--- src/verilog/core_pkg.sv ---
package core_pkg;

    localparam int XLEN = 32;

    // memory-mapped output word
    localparam logic [31:0] IO_ADDR = 32'h0000_0100;

    // major opcodes of the supported subset
    localparam logic [6:0] OP_LUI    = 7'b0110111;
    localparam logic [6:0] OP_IMM    = 7'b0010011;
    localparam logic [6:0] OP_REG    = 7'b0110011;
    localparam logic [6:0] OP_LOAD   = 7'b0000011;
    localparam logic [6:0] OP_STORE  = 7'b0100011;
    localparam logic [6:0] OP_BRANCH = 7'b1100011;
    localparam logic [6:0] OP_JAL    = 7'b1101111;

    typedef enum logic [3:0] {
        ALU_ADD   = 4'd0,
        ALU_SUB   = 4'd1,
        ALU_AND   = 4'd2,
        ALU_OR    = 4'd3,
        ALU_XOR   = 4'd4,
        ALU_SLT   = 4'd5,
        ALU_PASS2 = 4'd6
    } alu_op_t;

    typedef enum logic [1:0] {
        BR_NONE = 2'd0,
        BR_EQ   = 2'd1,
        BR_NE   = 2'd2,
        BR_JAL  = 2'd3
    } br_t;

    // instruction formats, msb first
    typedef struct packed {
        logic [6:0] funct7;
        logic [4:0] rs2;
        logic [4:0] rs1;
        logic [2:0] funct3;
        logic [4:0] rd;
        logic [6:0] opcode;
    } r_fmt_t;

    typedef struct packed {
        logic [11:0] imm;
        logic [4:0]  rs1;
        logic [2:0]  funct3;
        logic [4:0]  rd;
        logic [6:0]  opcode;
    } i_fmt_t;

    typedef struct packed {
        logic [6:0] imm_hi;
        logic [4:0] rs2;
        logic [4:0] rs1;
        logic [2:0] funct3;
        logic [4:0] imm_lo;
        logic [6:0] opcode;
    } s_fmt_t;

    typedef struct packed {
        logic       imm12;
        logic [5:0] imm10_5;
        logic [4:0] rs2;
        logic [4:0] rs1;
        logic [2:0] funct3;
        logic [3:0] imm4_1;
        logic       imm11;
        logic [6:0] opcode;
    } b_fmt_t;

    typedef struct packed {
        logic [19:0] imm;
        logic [4:0]  rd;
        logic [6:0]  opcode;
    } u_fmt_t;

    typedef struct packed {
        logic       imm20;
        logic [9:0] imm10_1;
        logic       imm11;
        logic [7:0] imm19_12;
        logic [4:0] rd;
        logic [6:0] opcode;
    } j_fmt_t;

    typedef union packed {
        r_fmt_t r;
        i_fmt_t i;
        s_fmt_t s;
        b_fmt_t b;
        u_fmt_t u;
        j_fmt_t j;
    } inst_t;

endpackage

--- src/verilog/inst_ram.sv ---
`timescale 1ns/1ps

module inst_ram #(
    parameter int IMEM_AW = 6
) (
    input  logic                clk,
    input  logic                run,
    input  logic [31:0]         pc,
    input  logic                imem_we,
    input  logic [IMEM_AW-1:0]  imem_addr,
    input  logic [31:0]         imem_wdata,
    input  logic                dec_stall,
    input  logic                redirect,
    output core_pkg::inst_t     inst
);

    // addi x0, x0, 0
    localparam logic [31:0] NOP = 32'h0000_0013;

    core_pkg::inst_t mem [2**IMEM_AW];

    // load port, word addressed
    always_ff @(posedge clk) begin
        if (imem_we) begin
            mem[imem_addr] <= imem_wdata;
        end
    end

    // registered read, word appears one cycle after pc
    always_ff @(posedge clk) begin
        if (run) begin
            if (redirect) begin
                inst <= NOP;
            end else if (!dec_stall) begin
                inst <= mem[pc[IMEM_AW+1:2]];
            end
        end
    end

endmodule

--- config.mk ---
export PLATFORM = sky130hd
export DESIGN_NAME = inst_ram
export DESIGN_NICKNAME = d
export VERILOG_FILES = /design/src/verilog/core_pkg.sv /design/src/verilog/inst_ram.sv
export SDC_FILE = /design/constraint.sdc
export NUM_CORES = 2
export LEC_CHECK = 0
export BUFFER_PORTS_ARGS = -buffer_cell sky130_fd_sc_hd__buf_2
export CELL_PAD_IN_SITES_DETAIL_PLACEMENT = 1
export CELL_PAD_IN_SITES_GLOBAL_PLACEMENT = 1
export CORE_ASPECT_RATIO = 1.25
export CORE_MARGIN = 5
export CORE_UTILIZATION = 60
export DETAILED_ROUTE_END_ITERATION = 10
export PLACE_DENSITY_LB_ADDON = 0.1
export SYNTH_ARGS = -nofsm -noshare
export SYNTH_HDL_FRONTEND = slang
export SYNTH_SLANG_ARGS = --single-unit
--- constraint.sdc ---
create_clock -name clk -period 5.75 [get_ports clk]
set_input_delay 1.15 -clock clk [delete_from_list [all_inputs] [get_ports clk]]
set_output_delay 1.15 -clock clk [all_outputs]
set_load 0.02 [all_outputs]
==> results.json <==
{
  "synth_ff_type": "edfxtp_1",
  "syn_area_per_cell_um2": 23.4,
  "power.switching_mw": 6.62,
  "ant_nets": 0,
  "coreArea_um2": 132000,
  "crit_required_ns": 6.26,
  "cts.sinks": 2080,
  "skew_ns": 0.0254,
  "vias": 39592,
  "hold_depth": 2,
  "die-height_um": 417,
  "cpPeakStageDelay_ns": 0.82,
  "path_clk_slew_ns": 0.06,
  "fin_crit_sh": 0.682,
  "crit_path_cell_trace": "buf_8, buf_4, mux4_2, mux4_2, a211oi_1, nor4_1",
  "grt_max_degree": 76,
  "antenna_found_initial": 25,
  "design_area_um2": 89200,
  "post_route_cells_drive_above_1_share": 0.302,
  "fmax_ghz": 0.255,
  "ir_drop_mv": 0.303,
  "synth_fp_nets": 3470,
  "synth-async-reset-ratio": 0,
  "cp-end-kind": "register",
  "synth_edf_count": 2080,
  "place.port_buffers": 80,
  "via_per_inst": 7.12,
  "maxSlewHeadroom": 0.0481,
  "arrival_ns": 4.43,
  "ctsHtreeMaxLevel": 4,
  "crit_fanout": 61,
  "grt_pass1_vias": 41122,
  "track_usage": 0.337,
  "num_rows": 149,
  "ios": 107,
  "cellPowerDensity_nw_per_um2": 352,
  "layout_min_cycle_time_ns": 3.92,
  "p_seq_frac": 0.536,
  "drv_slew": 0,
  "rsz0062_at_grt": "false",
  "hp-start": "dec_stall",
  "ys_ff_latch": 2080,
  "cts_tree": "done",
  "dp.final_hpwl_mm": 133,
  "nets": 3730,
  "synth_cells": 3395,
  "drt-total-wl_mm": 231,
  "die_area_um2": 140000,
  "maxCapViolations": 0,
  "reg2reg_from": "mem[28][5]",
  "drc": 0,
  "cpMostUsedCell": "mux4_2",
  "cp_slowest_cell": "buf_4",
  "setup_violations": 0,
  "wl_per_cell_um": 41.5,
  "gp_congestion": 0.807,
  "areaGrowthSynthToFinish_pct": 12.5,
  "crit_type": "primary input to register",
  "grt_first_pass_wirelength_mm": 325,
  "hold_slack_ns": 0.822,
  "min_path_type": "primary input to register",
  "utilization": 0.678,
  "swShare": 0.211,
  "ys_warn_count": 0,
  "clock_path_buffers": 3,
  "post_dp_cell_area_um2": 82900,
  "tightest_slew_ns": 1.39,
  "layout_commonest_cell": "edfxtp_1",
  "initialDrtViolationCount": 5835,
  "drt-pass1-iter-count": 5,
  "internal_power_mw": 24.8,
  "insertion_delay_ns": 0.82,
  "grt_overflow": 0,
  "seq_area_frac_synth": 0.787,
  "cts_made_buffers": 192,
  "r2r_end": "inst[5]",
  "netlist_area_um2": 79300,
  "synth.distinct_cells": 55,
  "cts_setup_buffers": 0,
  "cts_hold_buf": 0,
  "mostFrequentLayoutCells": "edfxtp_1, mux4_2, clkbuf_16, buf_4, nand2_1",
  "finalHoldViolCount": 0,
  "leakage_nw": 27.9,
  "cts-root-buf": "clkbuf_16",
  "initial_core_util": 0.603,
  "ctsResizeCount": 0,
  "fin_tns_setup_ns": 0,
  "start_kind": "primary input",
  "reg2regPathDepth": 5,
  "dieWidth_um": 335,
  "p_comb_frac": 0.050,
  "outcome": "finished clean",
  "hold_end": "inst[20]",
  "rrSetupSlack_ns": 2.98,
  "power_frac_clock": 0.413
}
power by group through the flow:
| stage | Clock, mW | Combinational (mW) | Sequential, mW |
|---|---|---|---|
| floorplan | 0 | 0.831 | 17.2 |
| global placement | 0 | 1.49 | 17.2 |
| detailed placement | 0 | 1.56 | 17.2 |
| CTS | 13.1 | 1.57 | 16.9 |
| global route | 13.8 | 1.64 | 16.9 |
| finish | 13.0 | 1.58 | 16.9 |
sequential cells by signal (all words and copies together) (netlist names):
name,flops
inst,32
mem,2048
metrics by stage:
step / instances / total power [mW] / setup slack (ns)
3_3_place_gp: 5197 / 18.7 / 1.28
3_5_place_dp: 5197 / 18.7 / 1.21
6_report: 5562 / 31.4 / 1.83
5_1_grt: 5551 / 32.3 / 1.84
4_1_cts: 5550 / 31.5 / 1.97
2_1_floorplan: 3395 / 18.0 / 1.44
cell families after synthesis:
group,count (synthesis),share of synthesized area
and+or+nand+nor,315,0.0170
muxes,641,0.168
buffers and inverters,181,0.0121
AOI/OAI and AO/OA,178,0.0155
DFF,2080,0.787
worst max-delay path: cells and delay by family:
| kind | cells | cell delay [ns] |
|---|---|---|
| muxes | 2 | 0.91 |
| and+or+nand+nor | 1 | 0.19 |
| buffers and inverters | 2 | 1.23 |
| AOI/OAI and AO/OA | 1 | 0.82 |
final cells by class:
class                   instances  area (um2)
diodes                         12        30.0
clock buffers                 239        5130
clock inverters               114        1210
fillers                     10025       42400
inverters                       5        22.5
multi-input cells            1134       16400
flip-flops and latches       2080       62500
well taps                    1736        2170
repair buffers                242        1780
layer usage:
metal  global-route usage  share of wire  up-vias
li1                     -              -    15045
met1                0.450           0.35    21208
met4                0.128          0.044        8
met5                    0        0.00020        -
met2                0.561           0.51     2751
met3               0.0650          0.099      580
how the worst max path moves through the flow:
stage / startpoint / end / slack [ns] / cells after the start
after CTS: pc[3] / inst[24] / 1.97 / 6
after global placement: pc[3] / inst[24] / 1.28 / 6
final: pc[3] / inst[24] / 1.83 / 6
after floorplan: imem_addr[3] / mem[48][0] / 1.44 / 4
after detailed placement: pc[3] / inst[24] / 1.21 / 6
after global routing: pc[3] / inst[24] / 1.84 / 6
cell usage after synthesis, types with 2 or more instances:
master | number | area share
nand3_1 | 31 | 0.0020
o211ai_1 | 7 | 0.00066
nand2_1 | 122 | 0.0058
or2_2 | 3 | 0.00024
edfxtp_1 | 2080 | 0.79
buf_2 | 52 | 0.0033
o21a_1 | 2 | 0.00019
a32oi_1 | 2 | 0.00022
a2111oi_0 | 4 | 0.00044
buf_6 | 7 | 0.00099
o2111ai_1 | 2 | 0.00022
a221oi_1 | 5 | 0.00055
o22ai_1 | 26 | 0.0021
or3_1 | 2 | 0.00016
a22oi_1 | 35 | 0.0033
nor4_1 | 6 | 0.00047
and2_1 | 3 | 0.00024
buf_8 | 2 | 0.00038
buf_1 | 25 | 0.0012
and3_1 | 4 | 0.00032
clkbuf_1 | 52 | 0.0025
nand3b_1 | 3 | 0.00028
clkinv_1 | 4 | 0.00019
nor2_1 | 109 | 0.0052
buf_4 | 38 | 0.0036
mux2_2 | 6 | 0.00085
a31oi_1 | 17 | 0.0013
mux4_2 | 552 | 0.16
nand4_1 | 2 | 0.00016
nand2b_1 | 5 | 0.00039
o21ai_0 | 16 | 0.0010
o221ai_1 | 8 | 0.00088
a221o_1 | 2 | 0.00025
a21oi_1 | 28 | 0.0018
mux2i_1 | 83 | 0.010
a22o_1 | 3 | 0.00033
nor2b_1 | 12 | 0.00095
a41o_1 | 2 | 0.00025
nor3_1 | 10 | 0.00063
a211oi_1 | 8 | 0.00076
Note: power is estimated with default switching activity, not from simulation.
