**config.mk**
```make
export PLATFORM = sky130hd
export DESIGN_NAME = exec_mem
export DESIGN_NICKNAME = d
export VERILOG_FILES = /design/src/verilog/core_pkg.sv /design/src/verilog/exec_mem.sv
export SDC_FILE = /design/constraint.sdc
export NUM_CORES = 2
export LEC_CHECK = 0
export BUFFER_PORTS_ARGS = -buffer_cell sky130_fd_sc_hd__buf_2
export CAP_MARGIN = 20
export CORE_UTILIZATION = 50
export DETAILED_ROUTE_END_ITERATION = 8
export GPL_ROUTABILITY_DRIVEN = 0
export PLACE_DENSITY = 0.76
export REMOVE_ABC_BUFFERS = 1
export SETUP_SLACK_MARGIN = 0.05
export SYNTH_ARGS = -nofsm -noshare
export SYNTH_HDL_FRONTEND = slang
export SYNTH_SLANG_ARGS = --single-unit
```
**constraint.sdc**
```tcl
create_clock -name clk -period 5.2 [get_ports clk]
set_input_delay 0.26 -clock clk [delete_from_list [all_inputs] [get_ports clk]]
set_output_delay 0.26 -clock clk [all_outputs]
set_load 0.1 [all_outputs]
```
**src/verilog/core_pkg.sv**
```systemverilog
package core_pkg;

    localparam int XLEN = 32;

    // memory-mapped output word
    localparam logic [31:0] IO_ADDR = 32'h0000_0100;

    // major opcodes of the supported subset
    localparam logic [6:0] OP_LUI    = 7'b0110111;
    localparam logic [6:0] OP_IMM    = 7'b0010011;
    localparam logic [6:0] OP_REG    = 7'b0110011;
    localparam logic [6:0] OP_LOAD   = 7'b0000011;
    localparam logic [6:0] OP_STORE  = 7'b0100011;
    localparam logic [6:0] OP_BRANCH = 7'b1100011;
    localparam logic [6:0] OP_JAL    = 7'b1101111;

    typedef enum logic [3:0] {
        ALU_ADD   = 4'd0,
        ALU_SUB   = 4'd1,
        ALU_AND   = 4'd2,
        ALU_OR    = 4'd3,
        ALU_XOR   = 4'd4,
        ALU_SLT   = 4'd5,
        ALU_PASS2 = 4'd6
    } alu_op_t;

    typedef enum logic [1:0] {
        BR_NONE = 2'd0,
        BR_EQ   = 2'd1,
        BR_NE   = 2'd2,
        BR_JAL  = 2'd3
    } br_t;

    // instruction formats, msb first
    typedef struct packed {
        logic [6:0] funct7;
        logic [4:0] rs2;
        logic [4:0] rs1;
        logic [2:0] funct3;
        logic [4:0] rd;
        logic [6:0] opcode;
    } r_fmt_t;

    typedef struct packed {
        logic [11:0] imm;
        logic [4:0]  rs1;
        logic [2:0]  funct3;
        logic [4:0]  rd;
        logic [6:0]  opcode;
    } i_fmt_t;

    typedef struct packed {
        logic [6:0] imm_hi;
        logic [4:0] rs2;
        logic [4:0] rs1;
        logic [2:0] funct3;
        logic [4:0] imm_lo;
        logic [6:0] opcode;
    } s_fmt_t;

    typedef struct packed {
        logic       imm12;
        logic [5:0] imm10_5;
        logic [4:0] rs2;
        logic [4:0] rs1;
        logic [2:0] funct3;
        logic [3:0] imm4_1;
        logic       imm11;
        logic [6:0] opcode;
    } b_fmt_t;

    typedef struct packed {
        logic [19:0] imm;
        logic [4:0]  rd;
        logic [6:0]  opcode;
    } u_fmt_t;

    typedef struct packed {
        logic       imm20;
        logic [9:0] imm10_1;
        logic       imm11;
        logic [7:0] imm19_12;
        logic [4:0] rd;
        logic [6:0] opcode;
    } j_fmt_t;

    typedef union packed {
        r_fmt_t r;
        i_fmt_t i;
        s_fmt_t s;
        b_fmt_t b;
        u_fmt_t u;
        j_fmt_t j;
    } inst_t;

endpackage

```
**src/verilog/exec_mem.sv**
```systemverilog
`timescale 1ns/1ps

module exec_mem #(
    parameter int DMEM_AW = 6
) (
    input  logic                       clk,
    input  logic                       rst_n,
    input  logic                       run,
    input  logic [core_pkg::XLEN-1:0]  op1,
    input  logic [core_pkg::XLEN-1:0]  op2,
    input  logic [core_pkg::XLEN-1:0]  store_data,
    input  logic [31:0]                imm,
    input  core_pkg::alu_op_t          alu_op,
    input  core_pkg::br_t              br,
    input  logic [4:0]                 rd,
    input  logic                       rd_we,
    input  logic                       mem_re,
    input  logic                       mem_we,
    input  logic [31:0]                ex_pc,
    input  logic                       ex_valid,
    output logic [core_pkg::XLEN-1:0]  alu_fwd,
    output logic [4:0]                 ex_rd,
    output logic [core_pkg::XLEN-1:0]  wb_res,
    output logic [4:0]                 wb_rd,
    output logic                       wb_we,
    output logic                       redirect,
    output logic [31:0]                target,
    output logic                       out_valid,
    output logic [core_pkg::XLEN-1:0]  out_data
);

    logic [core_pkg::XLEN-1:0] dmem [2**DMEM_AW];

    logic [core_pkg::XLEN-1:0] alu_res;
    logic [core_pkg::XLEN-1:0] result;
    logic                      taken;
    logic                      is_io;
    logic [DMEM_AW-1:0]        widx;
    logic [core_pkg::XLEN-1:0] load_q;
    logic [core_pkg::XLEN-1:0] wb_alu;
    logic                      wb_load;

    always_comb begin
        case (alu_op)
            core_pkg::ALU_ADD:   alu_res = op1 + op2;
            core_pkg::ALU_SUB:   alu_res = op1 - op2;
            core_pkg::ALU_AND:   alu_res = op1 & op2;
            core_pkg::ALU_OR:    alu_res = op1 | op2;
            core_pkg::ALU_XOR:   alu_res = op1 ^ op2;
            core_pkg::ALU_SLT:   alu_res = {31'b0, $signed(op1) < $signed(op2)};
            core_pkg::ALU_PASS2: alu_res = op2;
            default:             alu_res = op1 + op2;
        endcase
    end

    always_comb begin
        case (br)
            core_pkg::BR_EQ:  taken = (op1 == op2);
            core_pkg::BR_NE:  taken = (op1 != op2);
            core_pkg::BR_JAL: taken = 1'b1;
            default:          taken = 1'b0;
        endcase
    end

    // jal links pc+4
    assign result  = (br == core_pkg::BR_JAL) ? ex_pc + 32'd4 : alu_res;
    assign alu_fwd = result;

    // loads are not forwarded from here, their data comes a cycle later
    assign ex_rd = (ex_valid && rd_we && !mem_re) ? rd : 5'd0;

    assign redirect = run && ex_valid && taken;
    assign target   = ex_pc + imm;

    // address is op1 + imm through the adder
    assign is_io = (alu_res == core_pkg::IO_ADDR);
    assign widx  = alu_res[DMEM_AW+1:2];

    always_ff @(posedge clk) begin
        if (run) begin
            if (ex_valid && mem_we && !is_io) begin
                dmem[widx] <= store_data;
            end
            load_q <= dmem[widx];
        end
    end

    always_ff @(posedge clk or negedge rst_n) begin
        if (!rst_n) begin
            wb_we     <= 1'b0;
            wb_load   <= 1'b0;
            out_valid <= 1'b0;
        end else begin
            out_valid <= run && ex_valid && mem_we && is_io;
            if (run) begin
                wb_we   <= ex_valid && rd_we;
                wb_load <= mem_re;
            end
        end
    end

    always_ff @(posedge clk) begin
        if (run) begin
            wb_rd  <= rd;
            wb_alu <= result;
            if (ex_valid && mem_we && is_io) begin
                out_data <= store_data;
            end
        end
    end

    // load data straight from the ram register
    assign wb_res = wb_load ? load_q : wb_alu;

endmodule

```
==> impl_metrics.ini <==
[pwr]
clockPowerShare_pct = 35.3
p_per_area_mw_per_mm2 = 410
intPower_mw = 29.3
p_switching_mw = 11.6
power_frac_comb_pct = 17.0
leakagePower_nw = 32.5
ir_drop_mv = 0.365
seqPwrFrac_pct = 47.7
netSwitchingFraction_pct = 28.4

[synth]
synth_ff_type = edfxtp_1
yosys.area.top_type = edfxtp_1
synth_cell_types = 84
synthTopCellsByArea = edfxtp_1, a22oi_1, a221oi_1
yosysSeqAreaShare_pct = 75.8
netlist_instances = 5244
async_flop_share_pct = 0.139
synth-seq-cells = 2152
synth_most_common_cell = edfxtp_1
yosysTopAreaCellShare_pct = 75.7
synthTopCellsByCount = edfxtp_1, a22oi_1, a221oi_1
ys.warnings.count = 0
synth-edff-count = 2149
syn_area_mm2 = 0.0852
synth_area_per_cell_um2 = 16.2

[flow_run]
max-cap-violations = 0

[cells_and_area]
finish.utilization_pct = 58.9
instances_no_fill = 8233
fin_nets = 6143
area_growth_pct = 17.0
finalInstanceArea_mm2 = 0.0997
drive_gt1_share_pct = 18.7

[floorplan]
fp.dieW_um = 415
num_rows = 151
die-area_mm2 = 0.172
die_height_um = 415
io_pins = 319
core_mm2 = 0.169
initial_core_util_pct = 50.3

[timing]
hold_viol_final = 0
fin_crit_sh_pct = 97.1
slew_violations = 0
worst_clock_skew_ns = 0.0666
setup_tns_ns = 0
timing.hold.ws_ns = 0.0249
period_minus_slack_ns = 5.05
setup_viol = 0
worst_slew_margin_rel_pct = 25.4
fmax_mhz = 198
rsz0062_at_grt = false
tightest_slew_ns = 1.12

[setup_path]
crit_fanout = 4
regToRegSetupSlack_ns = 2.68
rr_worst_depth = 6
regToRegStartpoint = dmem[21][4]
startpoint_type = input port
worstSetupPathType = input port to output port
cp-end-kind = output port
worstReg2RegEnd = load_q[4]
arrival_ns = 4.79
crit_required_ns = 4.94

[clock_network]
clk_path_buf_depth = 3
cts_tree = done
cts_root_buf = clkbuf_16
cts.sinks = 2152
clock_latency_ns = 0.87
numCtsBuffers = 197
htreeDepth = 4
path_clk_slew_ns = 0.07

[global_routing]
antenna_found_initial = 25
grt_pass1_wl_um = 384000
grtUsageTotal_pct = 30.9
grt_overflow_total = 0
grt_pass1_vias = 54300
grt_max_degree = 106

[status]
outcome = complete, no violations

[worst_hold_path]
hold_start = ex_pc[2]
min_to = wb_alu[2]
hp-class = input port to flip-flop
hold_depth = 2

[routing]
viasPerCell = 6.92
drt_pass1_iterations = 6
routedWlPerCell_um = 33.1
vias = 57000
drt-total-wl_um = 273000
post-route-drc-count = 0
drtAntennaViolNets = 0
drt-initial-drc-count = 9147

[place]
dp_cells = 7800
placed_cell_area_mm2 = 0.0925
io_buffers = 318
hpwl_um = 166000
[final cells by class]
type	instances	area, um^2
tap	2218	2780
sequential	2152	64600
clock inverter	138	1370
clock buffer	229	5070
timing repair buffer	723	5920
inverter	112	420
fill	12000	69600
antenna	13	32.5
multi-input combinational	2648	19500
[worst max path at each step]
stage	start	endpoint	slack (ns)
global route	op2[1]	alu_fwd[27]	0.11
finish	ex_pc[3]	target[31]	0.15
floorplan	alu_op[2]	dmem[1][0]	-15.96
global placement	op1[0]	out_data[2]	-0.14
detailed placement	op2[1]	out_data[7]	-0.22
CTS	ex_pc[3]	target[31]	0.13
[power by group through the flow]
stage                     sequential [mW]  clock (mW)  combinational (mW)
after floorplan                      19.8           0                4.16
after global placement               19.9           0                6.58
after detailed placement             19.9           0                6.66
after CTS                            19.5        14.4                6.72
after global routing                 19.5        15.1                7.17
final                                19.5        14.4                6.96
[logic make-up after synthesis]
| kind of cell | synth area share [%] |
|---|---|
| AOI/OAI and AO/OA | 15.1 |
| xor gates and xnor gates | 0.627 |
| adders and majority gates | 1.95 |
| buffers and inverters | 1.97 |
| DFF | 75.8 |
| muxes | 0.653 |
| and+or+nand+nor | 3.91 |
[routing by layer]
metal  vias up  track usage (%)  wire length (um)
met5         -                0               104
met4        16             16.7             16100
met3       904             7.99             39900
met2      5212             47.7            125000
met1     27900             40.1             92000
li1      22900                -                 -
[critical path, cell delays in order]
cell and delay, ns:
dlygate4sd3_1 0.53, buf_2 0.15, ha_1 0.32, inv_1 0.06
o21ai_0 0.49, a2111oi_0 0.23, nor2_1 0.39, a221oi_2 0.15
o21ai_0 0.53, a211oi_1 0.23, o221ai_1 0.30, o21a_1 0.16
nor2_1 0.05, xnor2_1 0.46, clkbuf_4 0.46
[per-stage QoR]
step                      setup WS (ns)  power [mW]
after floorplan                  -15.96        24.0
after global placement           -0.145        26.5
after detailed placement         -0.223        26.6
after CTS                         0.127        40.7
after global routing              0.114        41.8
final                             0.149        40.9
[registers in the layout, summed over array words and instances, names as in the netlist]
signal,count
wb_rd,5
out_data,32
wb_we,1
wb_alu,32
wb_load,1
dmem,2048
out_valid,1
load_q,32
[what timing repair did]
item                                    in CTS  in global routing
hold endpoints to repair                    30                364
endpoints found under the setup margin       0                  2
setup buffers                                0                  0
hold buffers                                15                 19
gates resized for setup                      0                  2
[layout by cell type, fill, tap and decap left out, types with 14 or more instances in the layout]
| cell | instances |
|---|---|
| o21a_1 | 18 |
| nand2_1 | 109 |
| xor2_1 | 22 |
| buf_12 | 94 |
| inv_1 | 110 |
| nor2_1 | 140 |
| clkbuf_1 | 31 |
| nor2_4 | 62 |
| a21o_1 | 29 |
| o21bai_1 | 14 |
| dlygate4sd3_1 | 34 |
| nor2b_1 | 27 |
| nand3_1 | 124 |
| mux2_2 | 37 |
| a22o_1 | 258 |
| o22ai_1 | 24 |
| clkinv_2 | 33 |
| a31oi_1 | 216 |
| a22oi_1 | 519 |
| buf_4 | 277 |
| o211ai_1 | 15 |
| o21ai_0 | 70 |
| clkbuf_16 | 198 |
| nand4_1 | 22 |
| xnor2_1 | 39 |
| clkinv_1 | 58 |
| buf_2 | 316 |
| mux2i_1 | 14 |
| edfxtp_1 | 2149 |
| nor3_1 | 43 |
| ha_1 | 128 |
| nor4_1 | 45 |
| a21oi_1 | 178 |
| a221oi_1 | 267 |
| a211oi_1 | 16 |
| bufinv_16 | 19 |
Power figures use the tool's default switching activity.
