$ cat src/verilog/fetch_pc.sv
`timescale 1ns/1ps

module fetch_pc (
    input  logic        clk,
    input  logic        rst_n,
    input  logic        run,
    input  logic        dec_stall,
    input  logic        redirect,
    input  logic [31:0] target,
    output logic [31:0] pc
);

    // redirect wins over stall, both only move while running
    always_ff @(posedge clk or negedge rst_n) begin
        if (!rst_n) begin
            pc <= '0;
        end else if (run) begin
            if (redirect) begin
                pc <= target;
            end else if (!dec_stall) begin
                pc <= pc + 32'd4;
            end
        end
    end

endmodule

$ cat config.mk
export PLATFORM = sky130hd
export DESIGN_NAME = fetch_pc
export DESIGN_NICKNAME = d
export VERILOG_FILES = /design/src/verilog/fetch_pc.sv
export SDC_FILE = /design/constraint.sdc
export NUM_CORES = 1
export LEC_CHECK = 0
export BUFFER_PORTS_ARGS = -buffer_cell sky130_fd_sc_hd__buf_2
export CAP_MARGIN = 30
export CELL_PAD_IN_SITES_DETAIL_PLACEMENT = 1
export CELL_PAD_IN_SITES_GLOBAL_PLACEMENT = 2
export CORE_MARGIN = 1
export CORE_UTILIZATION = 30
export CTS_BUF_LIST = sky130_fd_sc_hd__clkbuf_4 sky130_fd_sc_hd__clkbuf_8 sky130_fd_sc_hd__clkbuf_16
export CTS_CLUSTER_SIZE = 30
export DETAILED_ROUTE_END_ITERATION = 7
export MAX_ROUTING_LAYER = met4
export PLACE_DENSITY_LB_ADDON = 0.1
export SYNTH_ARGS = -nofsm -noshare
export SYNTH_HDL_FRONTEND = slang
export SYNTH_SLANG_ARGS = --single-unit
$ cat constraint.sdc
create_clock -name clk -period 2.15 [get_ports clk]
set_input_delay 0.43 -clock clk [delete_from_list [all_inputs] [get_ports clk]]
set_output_delay 0.43 -clock clk [all_outputs]
set_load 0.1 [all_outputs]
==> results of run 1 <==
-- path summary, 6_finish.rpt --
| check | startpoint | end | cells after the start |
|---|---|---|---|
| setup / recovery | pc[2] | pc[16] | 5 |
| hold / removal | rst_n | pc[0] | 1 |
| setup reg to reg | pc[2] | pc[16] | 5 |
| hold reg to reg | pc[0] | pc[0] | 2 |
| max in group asynchronous | rst_n | pc[10] | 2 |
| min in group clk | target[0] | pc[0] | 3 |
-- power groups by stage --
stage,Combinational (mW),Sequential [mW],Clock (mW)
floorplan,0.306,1.48,0
global placement,1.20,0.854,0
detailed placement,1.21,0.857,0
CTS,1.21,0.847,0.561
global route,1.27,0.867,0.577
finish,1.20,0.845,0.551
-- area by class of cell --
cell class                 instances  area, sq um
timing repair buffer              87          483
sequential                        32          825
tap                               99          124
multi-input combinational        213         1360
fill                             925         4440
inverter                           9         33.8
clock buffer                       8          104
-- cells by family (layout without fill, tap and decap cells) --
family / count (synthesis) / count (layout) / synth area share, %
xor gates and xnor gates: 1 / 1 / 0.378
DFF: 32 / 32 / 34.6
buffers and inverters: 29 / 104 / 6.65
and+or+nand+nor: 135 / 135 / 34.4
muxes: 1 / 1 / 0.432
AOI/OAI and AO/OA: 75 / 75 / 23.0
adders and majority gates: 1 / 1 / 0.540
-- per-layer routing --
metal	wire (um)	part of all wire (%)
met1	3990	49
met2	3820	47
met3	243	3.0
met4	92	1.1
met5	0	0
-- stage by stage --
stage | hold slack (ns) | total power, mW | setup slack [ns] | instance area, sq um | cells
2_1_floorplan | 0.134 | 1.79 | 0.0511 | 2340 | 274
3_3_place_gp | 0.441 | 2.06 | 0.373 | 2830 | 440
3_5_place_dp | 0.445 | 2.06 | 0.340 | 2830 | 440
4_1_cts | 0.124 | 2.62 | 0.333 | 2930 | 448
5_1_grt | 0.147 | 2.71 | 0.254 | 2930 | 448
6_report | 0.106 | 2.60 | 0.336 | 2930 | 448
-- cells in the final DEF, fill, tap and decap left out, types with 8 or more instances in the layout --
cell type  instances
dfrtp_1           13
dfrtp_2           19
buf_2             68
nor2_1            27
nand4_1           14
nand2_1           25
o21ai_0           13
buf_4             19
and3_1            13
inv_1              8
nand3_1           14
a21oi_1           13
-- cells in the mapped netlist (all sizes together), types with 4 or more instances --
master	number	area (sq um)
inv	8	30.0
and4	4	38.8
buf	11	76.3
nor3	7	35.0
a22oi	4	30.0
nand3	14	70.1
and2	6	37.5
dfrtp	32	801
o211ai	6	45.0
o21ai	13	65.1
nor4	6	73.8
a311oi	5	43.8
o22ai	5	31.3
clkbuf	9	43.8
nand4	16	121
nor2	27	101
nand2	25	93.8
a21oi	13	65.1
and3	13	81.3
a2bb2oi	5	43.8
-- critical path, cell delays in order, from the launching register on --
cell	delay [ns]
dfrtp_2	0.42
ha_1	0.25
and4_2	0.27
nand4_1	0.18
or4b_1	0.55
nand3_1	0.09
==> run_results.csv, run 1 <==
group,metric,value,unit
run_status,status,"completed",
sta,tns,0,ns
clocking,htree_levels,2,
yosys,syn_area_per_cell,8.45,sq um
sta,clock-skew-final,0.00839,ns
global_route,top_usage_layer,"met2",
yosys,synth_ff_type,"dfrtp_1",
global_route,gr-usage-met1,28.9,%
sta,tightest_slew,0.533,ns
worst_setup_path,critPathRequiredTime,2.38,ns
global_route,overflow,0,
power,pwr-share-comb,46.3,%
floorplanning,die_w,89.8,um
clocking,ctsResizeCount,0,
global_route,grt_usage,21.7,%
power,p_switching,1.34,mW
global_route,grt_max_degree,23,
sta,hold_viol,0,
yosys,synth_fp_nets,312,
power,netSwitchingFraction,51.7,%
power,vdd_drop_max,431,uV
worst_setup_path,path_class,"register to register",
global_route,grtUsageMet3,3.05,%
routing,vias,2510,
clocking,cts_root_buf,"clkbuf_8",
clocking,cts_setup_buffers,0,
sta,timing.final.crit_share,84.4,%
floorplanning,start_util,31.4,%
clocking,cts.path.max_buffers,2,
routing,wirelength,8.15,mm
final_layout,antenna_cells,0,
flow_run,drv_cap,0,
sta,fmax,551,MHz
global_route,grt_pass1_wl,13.7,mm
worst_setup_path,crit_path_start_kind,"register",
sta,slew_viol_final,0,
floorplanning,die-area,8070,sq um
worst_setup_path,crit_arrival,2.04,ns
routing,wl_per_cell,18.2,um
worst_setup_path,reg2reg_setup_slack,0.34,ns
global_route,grt_pass1_vias,2597,
routing,drt.antenna.violating_nets,0,
final_layout,top_register,"pc",
clocking,insertion_delay,0.29,ns
power,power.density,887,nW/um^2
clocking,cts.clk_slew.worst_paths,0.07,ns
yosys,ys_seq_area_share,34.6,%
final_layout,drive_above_1_share,35.5,%
floorplanning,dieHeight,89.8,um
power,power_frac_clock,21.2,%
power,p_int,1.25,mW
yosys,yosysWarnings,0,
yosys,ys_ff_latch,32,
clocking,cts_sinks,32,
hold_path,min_path_type,"primary input to async pin",
yosys,synth_edf_count,0,
worst_setup_path,crit_path_max_fanout,7,
floorplanning,coreArea,7370,sq um
global_route,antenna_found_initial,0,
final_layout,fin_nets,386,
routing,drt_iter0_markers,99,
floorplanning,rows,31,
placed_design,numPortBuffers,68,
placed_design,hpwl,6.18,mm
sta,maxSlewHeadroom,64.5,%
clocking,cts-hold-fix-buffers,0,
clocking,numCtsBuffers,5,
sta,setup_viol,0,
floorplanning,io_pins,69,
routing,drt_first_pass_iters,4,
final_layout,reg_top3,"pc x32",
final_layout,largest_reg_flops,32,
placed_design,place_congestion,0.808,
final_layout,syn_to_final_growth,26.5,%
clocking,cts_tree,"yes",
yosys,async_reset_ff_share,100,%
sta,rsz0062_at_grt,"false",
yosys,syn_area,2310,sq um
sta,fin_crit,1.81,ns
routing,vias_per_cell,5.60,
power,leakage,1.27,nW
routing,drc,0,
final_layout,final_util,39.7,%
power,seqPwrFrac,32.5,%
global_route,grtUsageMet2,34.4,%
worst_setup_path,endpoint_kind,"register",
yosys,yosysUniqueCellTypes,60,
yosys,syn_inst,274,
Note: power is estimated with default switching activity, not from simulation.
==> run 2, diff against run 1 <==
--- a/config.mk
+++ b/config.mk
@@ -10,7 +10,7 @@
 export CELL_PAD_IN_SITES_DETAIL_PLACEMENT = 1
 export CELL_PAD_IN_SITES_GLOBAL_PLACEMENT = 2
 export CORE_MARGIN = 1
-export CORE_UTILIZATION = 30
+export CORE_UTILIZATION = 27
 export CTS_BUF_LIST = sky130_fd_sc_hd__clkbuf_4 sky130_fd_sc_hd__clkbuf_8 sky130_fd_sc_hd__clkbuf_16
 export CTS_CLUSTER_SIZE = 30
 export DETAILED_ROUTE_END_ITERATION = 7
==> constraint.sdc (replaced) <==
create_clock -name clk -period 1.6 [get_ports clk]
set_input_delay 0.32 -clock clk [delete_from_list [all_inputs] [get_ports clk]]
set_output_delay 0.32 -clock clk [all_outputs]
set_load 0.1 [all_outputs]
==> run 2 against run 1 <==
Effect of this change: the run now ends with negative setup slack left; clock-buffer cell count unchanged; clock skew is 0.0013 ns higher; design area grew 20%; total power rose by 48%.
==> run_results.csv, run 2 (synthesis gave the netlist of run 1 again) <==
group,metric,value,unit
run_status,status,"complete, but fails checks",
run_status,violations,"negative setup slack",
worst_setup_path,crit_start,"pc[2]",
sta,slew_viol_final,0,
placed_design,hpwl,6.80,mm
hold_path,min-delay-start,"target[1]",
routing,drt_iter0_markers,77,
worst_setup_path,crit_slowest_cell,"or4b_1",
final_layout,final_util,42.6,%
sta,clock-skew-final,0.00968,ns
worst_setup_path,critPathRequiredTime,1.82,ns
sta,fmax,622,MHz
clocking,cts_sinks,32,
global_route,overflow,0,
routing,drt_first_pass_iters,5,
worst_setup_path,cp_cell_sequence,"ha_4 -> and4_4 -> nand4_1 -> or4b_1 -> nand3_1",
global_route,grt_max_degree,40,
clocking,htree_levels,2,
global_route,grt_pass1_vias,2660,
sta,fin_crit,1.61,ns
clocking,cts.path.max_buffers,2,
final_layout,reg_top3,"pc x32",
floorplanning,coreArea,8260,sq um
placed_design,dpl.cell_count,475,
sta,tns,-0.0115,ns
power,power.density,1090,nW/um^2
sta,timing.final.crit_share,101,%
final_layout,final_cells,489,
worst_setup_path,crit_path_max_fanout,4,
routing,wl_per_cell,17.9,um
final_layout,register_area,892,sq um
floorplanning,dieHeight,94.6,um
sta,rsz0062_at_grt,"true",
clocking,cts.clk_slew.worst_paths,0.07,ns
global_route,grt_usage,21.4,%
worst_setup_path,endpoint_kind,"register",
sta,maxSlewHeadroom,67.6,%
final_layout,mostFrequentLayoutCells,"57 x buf_2, 50 x buf_4, 27 x nor2_1, 23 x nand2_1, 22 x dfrtp_4",
floorplanning,die_w,94.6,um
floorplanning,io_pins,69,
clocking,cts_root_buf,"clkbuf_8",
flow_run,drv_cap,0,
floorplanning,rows,33,
routing,wirelength,8.78,mm
routing,drt.antenna.violating_nets,0,
final_layout,syn_to_final_growth,52.1,%
final_layout,antenna_cells,0,
final_layout,largest_reg_flops,32,
worst_setup_path,path_class,"register to register",
worst_setup_path,max_stage_delay,0.54,ns
global_route,grt_pass1_wl,14.1,mm
sta,tightest_slew,0.490,ns
final_layout,fin_nets,421,
final_layout,nFillCells,995,
final_layout,top_register,"pc",
power,vdd_drop_max,527,uV
global_route,antenna_found_initial,0,
floorplanning,die-area,8950,sq um
placed_design,place_ws,-0.0205,ns
clocking,cts_tree,"yes",
placed_design,place_congestion,0.760,
worst_setup_path,r2r-start,"pc[2]",
routing,drc,0,
final_layout,drive_above_1_share,46.6,%
clocking,numCtsBuffers,5,
final_layout,layout_commonest_cell,"buf_2",
worst_setup_path,crit_path_start_kind,"register",
clocking,insertion_delay,0.29,ns
routing,vias,2599,
floorplanning,start_util,28.0,%
power,leakage,1.50,nW
routing,vias_per_cell,5.31,
placed_design,numPortBuffers,68,
final_layout,multi_input_area,1460,sq um
sta,hold_viol,0,
sta,setup_ws,-0.00848,ns
worst_setup_path,crit_arrival,1.83,ns
sta,setup_viol,2,
hold_path,min_path_type,"primary input to register",
run 2: timing repair:
action                                  CTS  global route
buffers inserted                          1             4
endpoints found under the setup margin    5            18
hold endpoints to repair                 13             0
pin swaps                                 4            11
hold buffers                              1             0
gates resized for setup                   2            17
run 2: layout make-up:
| class | instances | area share, % |
|---|---|---|
| Timing Repair Buffer | 122 | 25.8 |
| Tap cell | 105 | 3.73 |
| Multi-Input combinational cell | 213 | 41.4 |
| Sequential cell | 32 | 25.3 |
| Clock buffer | 8 | 2.77 |
| Inverter | 9 | 0.960 |
run 2: final timing paths:
check,end,slack [ns],cells after the start
max,pc[16],-0.008,5
min,pc[1],0.23,3
max reg2reg,pc[16],-0.008,5
min reg2reg,pc[0],0.48,2
max in group asynchronous,pc[16],0.64,3
min in group asynchronous,pc[20],0.48,2
run 2: metal layers:
layer  track usage (%)  part of all wire (%)  vias to the layer above
met2              35.6                    51                       44
met4              5.05                   1.0                        0
met3              2.90                   2.6                        7
met1              27.3                    46                     1283
li1                  -                     -                     1265
met5                 -                     0                        -
run 2: metrics by stage:
stage	total power, mW	area, sq um	hold WS [ns]
3_5_place_dp	3.11	3300	0.274
4_1_cts	3.85	3430	0.221
3_3_place_gp	3.09	3300	0.270
6_report	3.85	3520	0.228
5_1_grt	4.03	3520	0.233
2_1_floorplan	2.49	2450	0.0244
run 2: worst max-delay path, delay by kind of cell (launching register included):
kind | cells | cell delay, ns
simple gates | 4 | 0.93
flops | 1 | 0.45
fa+ha+maj | 1 | 0.16
run 2: power breakdown:
group | internal (mW) | switching [mW]
registers | 0.992 | 0.181
logic | 0.574 | 1.39
clock network | 0.386 | 0.327
==> run 3, diff against run 2 <==
--- a/config.mk
+++ b/config.mk
@@ -5,7 +5,7 @@
 export SDC_FILE = /design/constraint.sdc
 export NUM_CORES = 1
 export LEC_CHECK = 0
-export BUFFER_PORTS_ARGS = -buffer_cell sky130_fd_sc_hd__buf_2
+export BUFFER_PORTS_ARGS = -buffer_cell sky130_fd_sc_hd__clkbuf_2
 export CAP_MARGIN = 30
 export CELL_PAD_IN_SITES_DETAIL_PLACEMENT = 1
 export CELL_PAD_IN_SITES_GLOBAL_PLACEMENT = 2
@@ -15,7 +15,7 @@
 export CTS_CLUSTER_SIZE = 30
 export DETAILED_ROUTE_END_ITERATION = 7
 export MAX_ROUTING_LAYER = met4
-export PLACE_DENSITY_LB_ADDON = 0.1
+export PLACE_DENSITY = 0.76
 export SYNTH_ARGS = -nofsm -noshare
 export SYNTH_HDL_FRONTEND = slang
 export SYNTH_SLANG_ARGS = --single-unit
==> run 3 against run 2 <==
Effect of this change: the flow still finishes with violations (negative setup slack); setup slack worse by 0.043 ns; routed wire length up 3.1%; flip-flop and latch count unchanged; non-clock buffer count shrank 2; cell count shrank 0.41%; total power is 3.7% higher; design area down 0.75%; clock-buffer cell count decreased by 1; critical path type unchanged; largest cell class unchanged; largest power group unchanged.
==> run_results.csv, run 3 (synthesis gave the netlist of run 1 again) <==
group,metric,value,unit
run_status,status,"complete, but fails checks",
run_status,violations,"negative setup slack",
worst_setup_path,crit_slowest_cell,"or4b_4",
sta,slew_viol_final,0,
global_route,grt_pass1_wl,14.3,mm
global_route,grt_max_degree,33,
clocking,cts_tree,"yes",
power,power.density,1140,nW/um^2
routing,wl_per_cell,18.6,um
final_layout,fin_nets,419,
floorplanning,coreArea,8260,sq um
global_route,overflow,0,
sta,setup_viol,3,
worst_setup_path,r2r_end,"pc[11]",
worst_setup_path,crit_path_max_fanout,6,
sta,hold_slack,0.0469,ns
floorplanning,die-area,8950,sq um
power,seqPwrFrac,29.5,%
final_layout,final_util,42.3,%
floorplanning,start_util,28.0,%
sta,fmax,606,MHz
global_route,grt_usage,21.7,%
sta,rsz0062_at_grt,"true",
routing,drc,0,
clocking,cts-hold-fix-buffers,0,
worst_setup_path,crit_start,"pc[8]",
routing,drt.antenna.violating_nets,0,
routing,vias_per_cell,5.56,
floorplanning,io_pins,69,
worst_setup_path,endpoint,"pc[11]",
flow_run,drv_cap,0,
clocking,cts_sinks,32,
final_layout,layout_commonest_cell,"buf_4",
worst_setup_path,cp_num_cells,4,
final_layout,drive_above_1_share,46.6,%
power,pwr-share-comb,48.0,%
sta,clock-skew-final,0.0125,ns
placed_design,place_congestion,0.808,
floorplanning,dieHeight,94.6,um
routing,drt_iter0_markers,158,
clocking,htree_levels,2,
sta,maxSlewHeadroom,64.2,%
global_route,antenna_found_initial,0,
worst_setup_path,reg2reg_setup_slack,-0.05,ns
hold_path,min_path_type,"primary input to async pin",
worst_setup_path,endpoint_kind,"register",
worst_setup_path,cp_cell_sequence,"nand4_1 -> or4b_4 -> a21bo_1 -> a22o_1",
clocking,cts.path.max_buffers,2,
worst_setup_path,critPathRequiredTime,1.78,ns
worst_setup_path,path_class,"register to register",
final_layout,syn_to_final_growth,50.9,%
final_layout,top_register,"pc",
final_layout,reg_top3,"pc x32",
power,vdd_drop_max,607,uV
sta,tightest_slew,0.540,ns
power,p_switching,1.92,mW
power,netSwitchingFraction,48.2,%
placed_design,numPortBuffers,68,
worst_setup_path,path_buf_inv,0,
worst_setup_path,r2r-start,"pc[8]",
sta,timing.final.crit_share,103,%
floorplanning,rows,33,
power,leakage,1.50,nW
worst_setup_path,max_stage_delay,0.51,ns
final_layout,nFillCells,987,
clocking,cts_root_buf,"clkbuf_8",
power,p_int,2.07,mW
sta,fin_crit,1.65,ns
power,power_frac_clock,22.5,%
clocking,numCtsBuffers,5,
sta,setup_ws,-0.0515,ns
final_layout,antenna_cells,0,
floorplanning,die_w,94.6,um
placed_design,hpwl,6.74,mm
worst_setup_path,crit_path_start_kind,"register",
sta,tns,-0.0847,ns
clocking,cts.clk_slew.worst_paths,0.07,ns
routing,wirelength,9.05,mm
final_layout,mostFrequentLayoutCells,"72 x buf_4, 43 x clkbuf_2, 27 x nor2_1, 23 x nand2_1, 22 x dfrtp_4",
global_route,grt_pass1_vias,2771,
clocking,insertion_delay,0.30,ns
worst_setup_path,crit_family,"simple AND/OR/NAND/NOR gates",
routing,vias,2707,
sta,hold_viol,0,
worst_setup_path,rr_worst_depth,4,
worst_setup_path,crit_arrival,1.83,ns
final_layout,largest_reg_flops,32,
routing,drt_first_pass_iters,4,
run 3: what timing repair did:
item	4_1_cts	5_1_grt
setup buffers	2	4
pin swaps	6	7
gates resized for setup	6	9
setup endpoints to repair	12	19
cloned	0	1
run 3: worst min path at each step:
| stage | startpoint | to | slack [ns] | depth (start not counted) |
|---|---|---|---|---|
| after floorplan | rst_n | pc[0] | 0.02 | 0 |
| after global placement | rst_n | pc[12] | 0.39 | 2 |
| after detailed placement | rst_n | pc[12] | 0.39 | 2 |
| after CTS | rst_n | pc[0] | 0.07 | 2 |
| after global routing | rst_n | pc[3] | 0.09 | 2 |
| final | rst_n | pc[5] | 0.05 | 2 |
run 3: layer usage:
layer / vias to the layer above / part of all wire, % / track usage (%)
met4: 0 / 1.3 / 6.19
met2: 75 / 52 / 38.3
met1: 1355 / 43 / 25.7
li1: 1267 / - / -
met5: - / 0 / -
met3: 10 / 3.4 / 3.14
run 3: final cells by class:
cell class	instances	area (sq um)	share of cell area, %
Clock buffer	7	96.3	2.76
Clock inverter	1	30.0	0.860
Inverter	9	33.8	0.967
Multi-Input combinational cell	213	1460	41.7
Sequential cell	32	892	25.5
Tap cell	105	131	3.76
Timing Repair Buffer	120	852	24.4
run 3: through the flow:
stage	cells	setup slack (ns)	instance area [sq um]	power [mW]
after global placement	473	-0.0497	3240	3.02
final	487	-0.0515	3490	3.99
after detailed placement	473	-0.0618	3240	3.06
after floorplan	274	-0.334	2450	2.49
after CTS	483	-0.0324	3410	3.99
after global routing	487	-0.0917	3490	4.17
run 3: power by group through the flow:
stage               combinational [mW]  clock, mW  sequential, mW
global route                      2.02      0.947            1.20
finish                            1.91      0.897            1.18
global placement                  1.84          0            1.18
floorplan                        0.425          0            2.06
CTS                               1.89      0.925            1.18
detailed placement                1.87          0            1.20
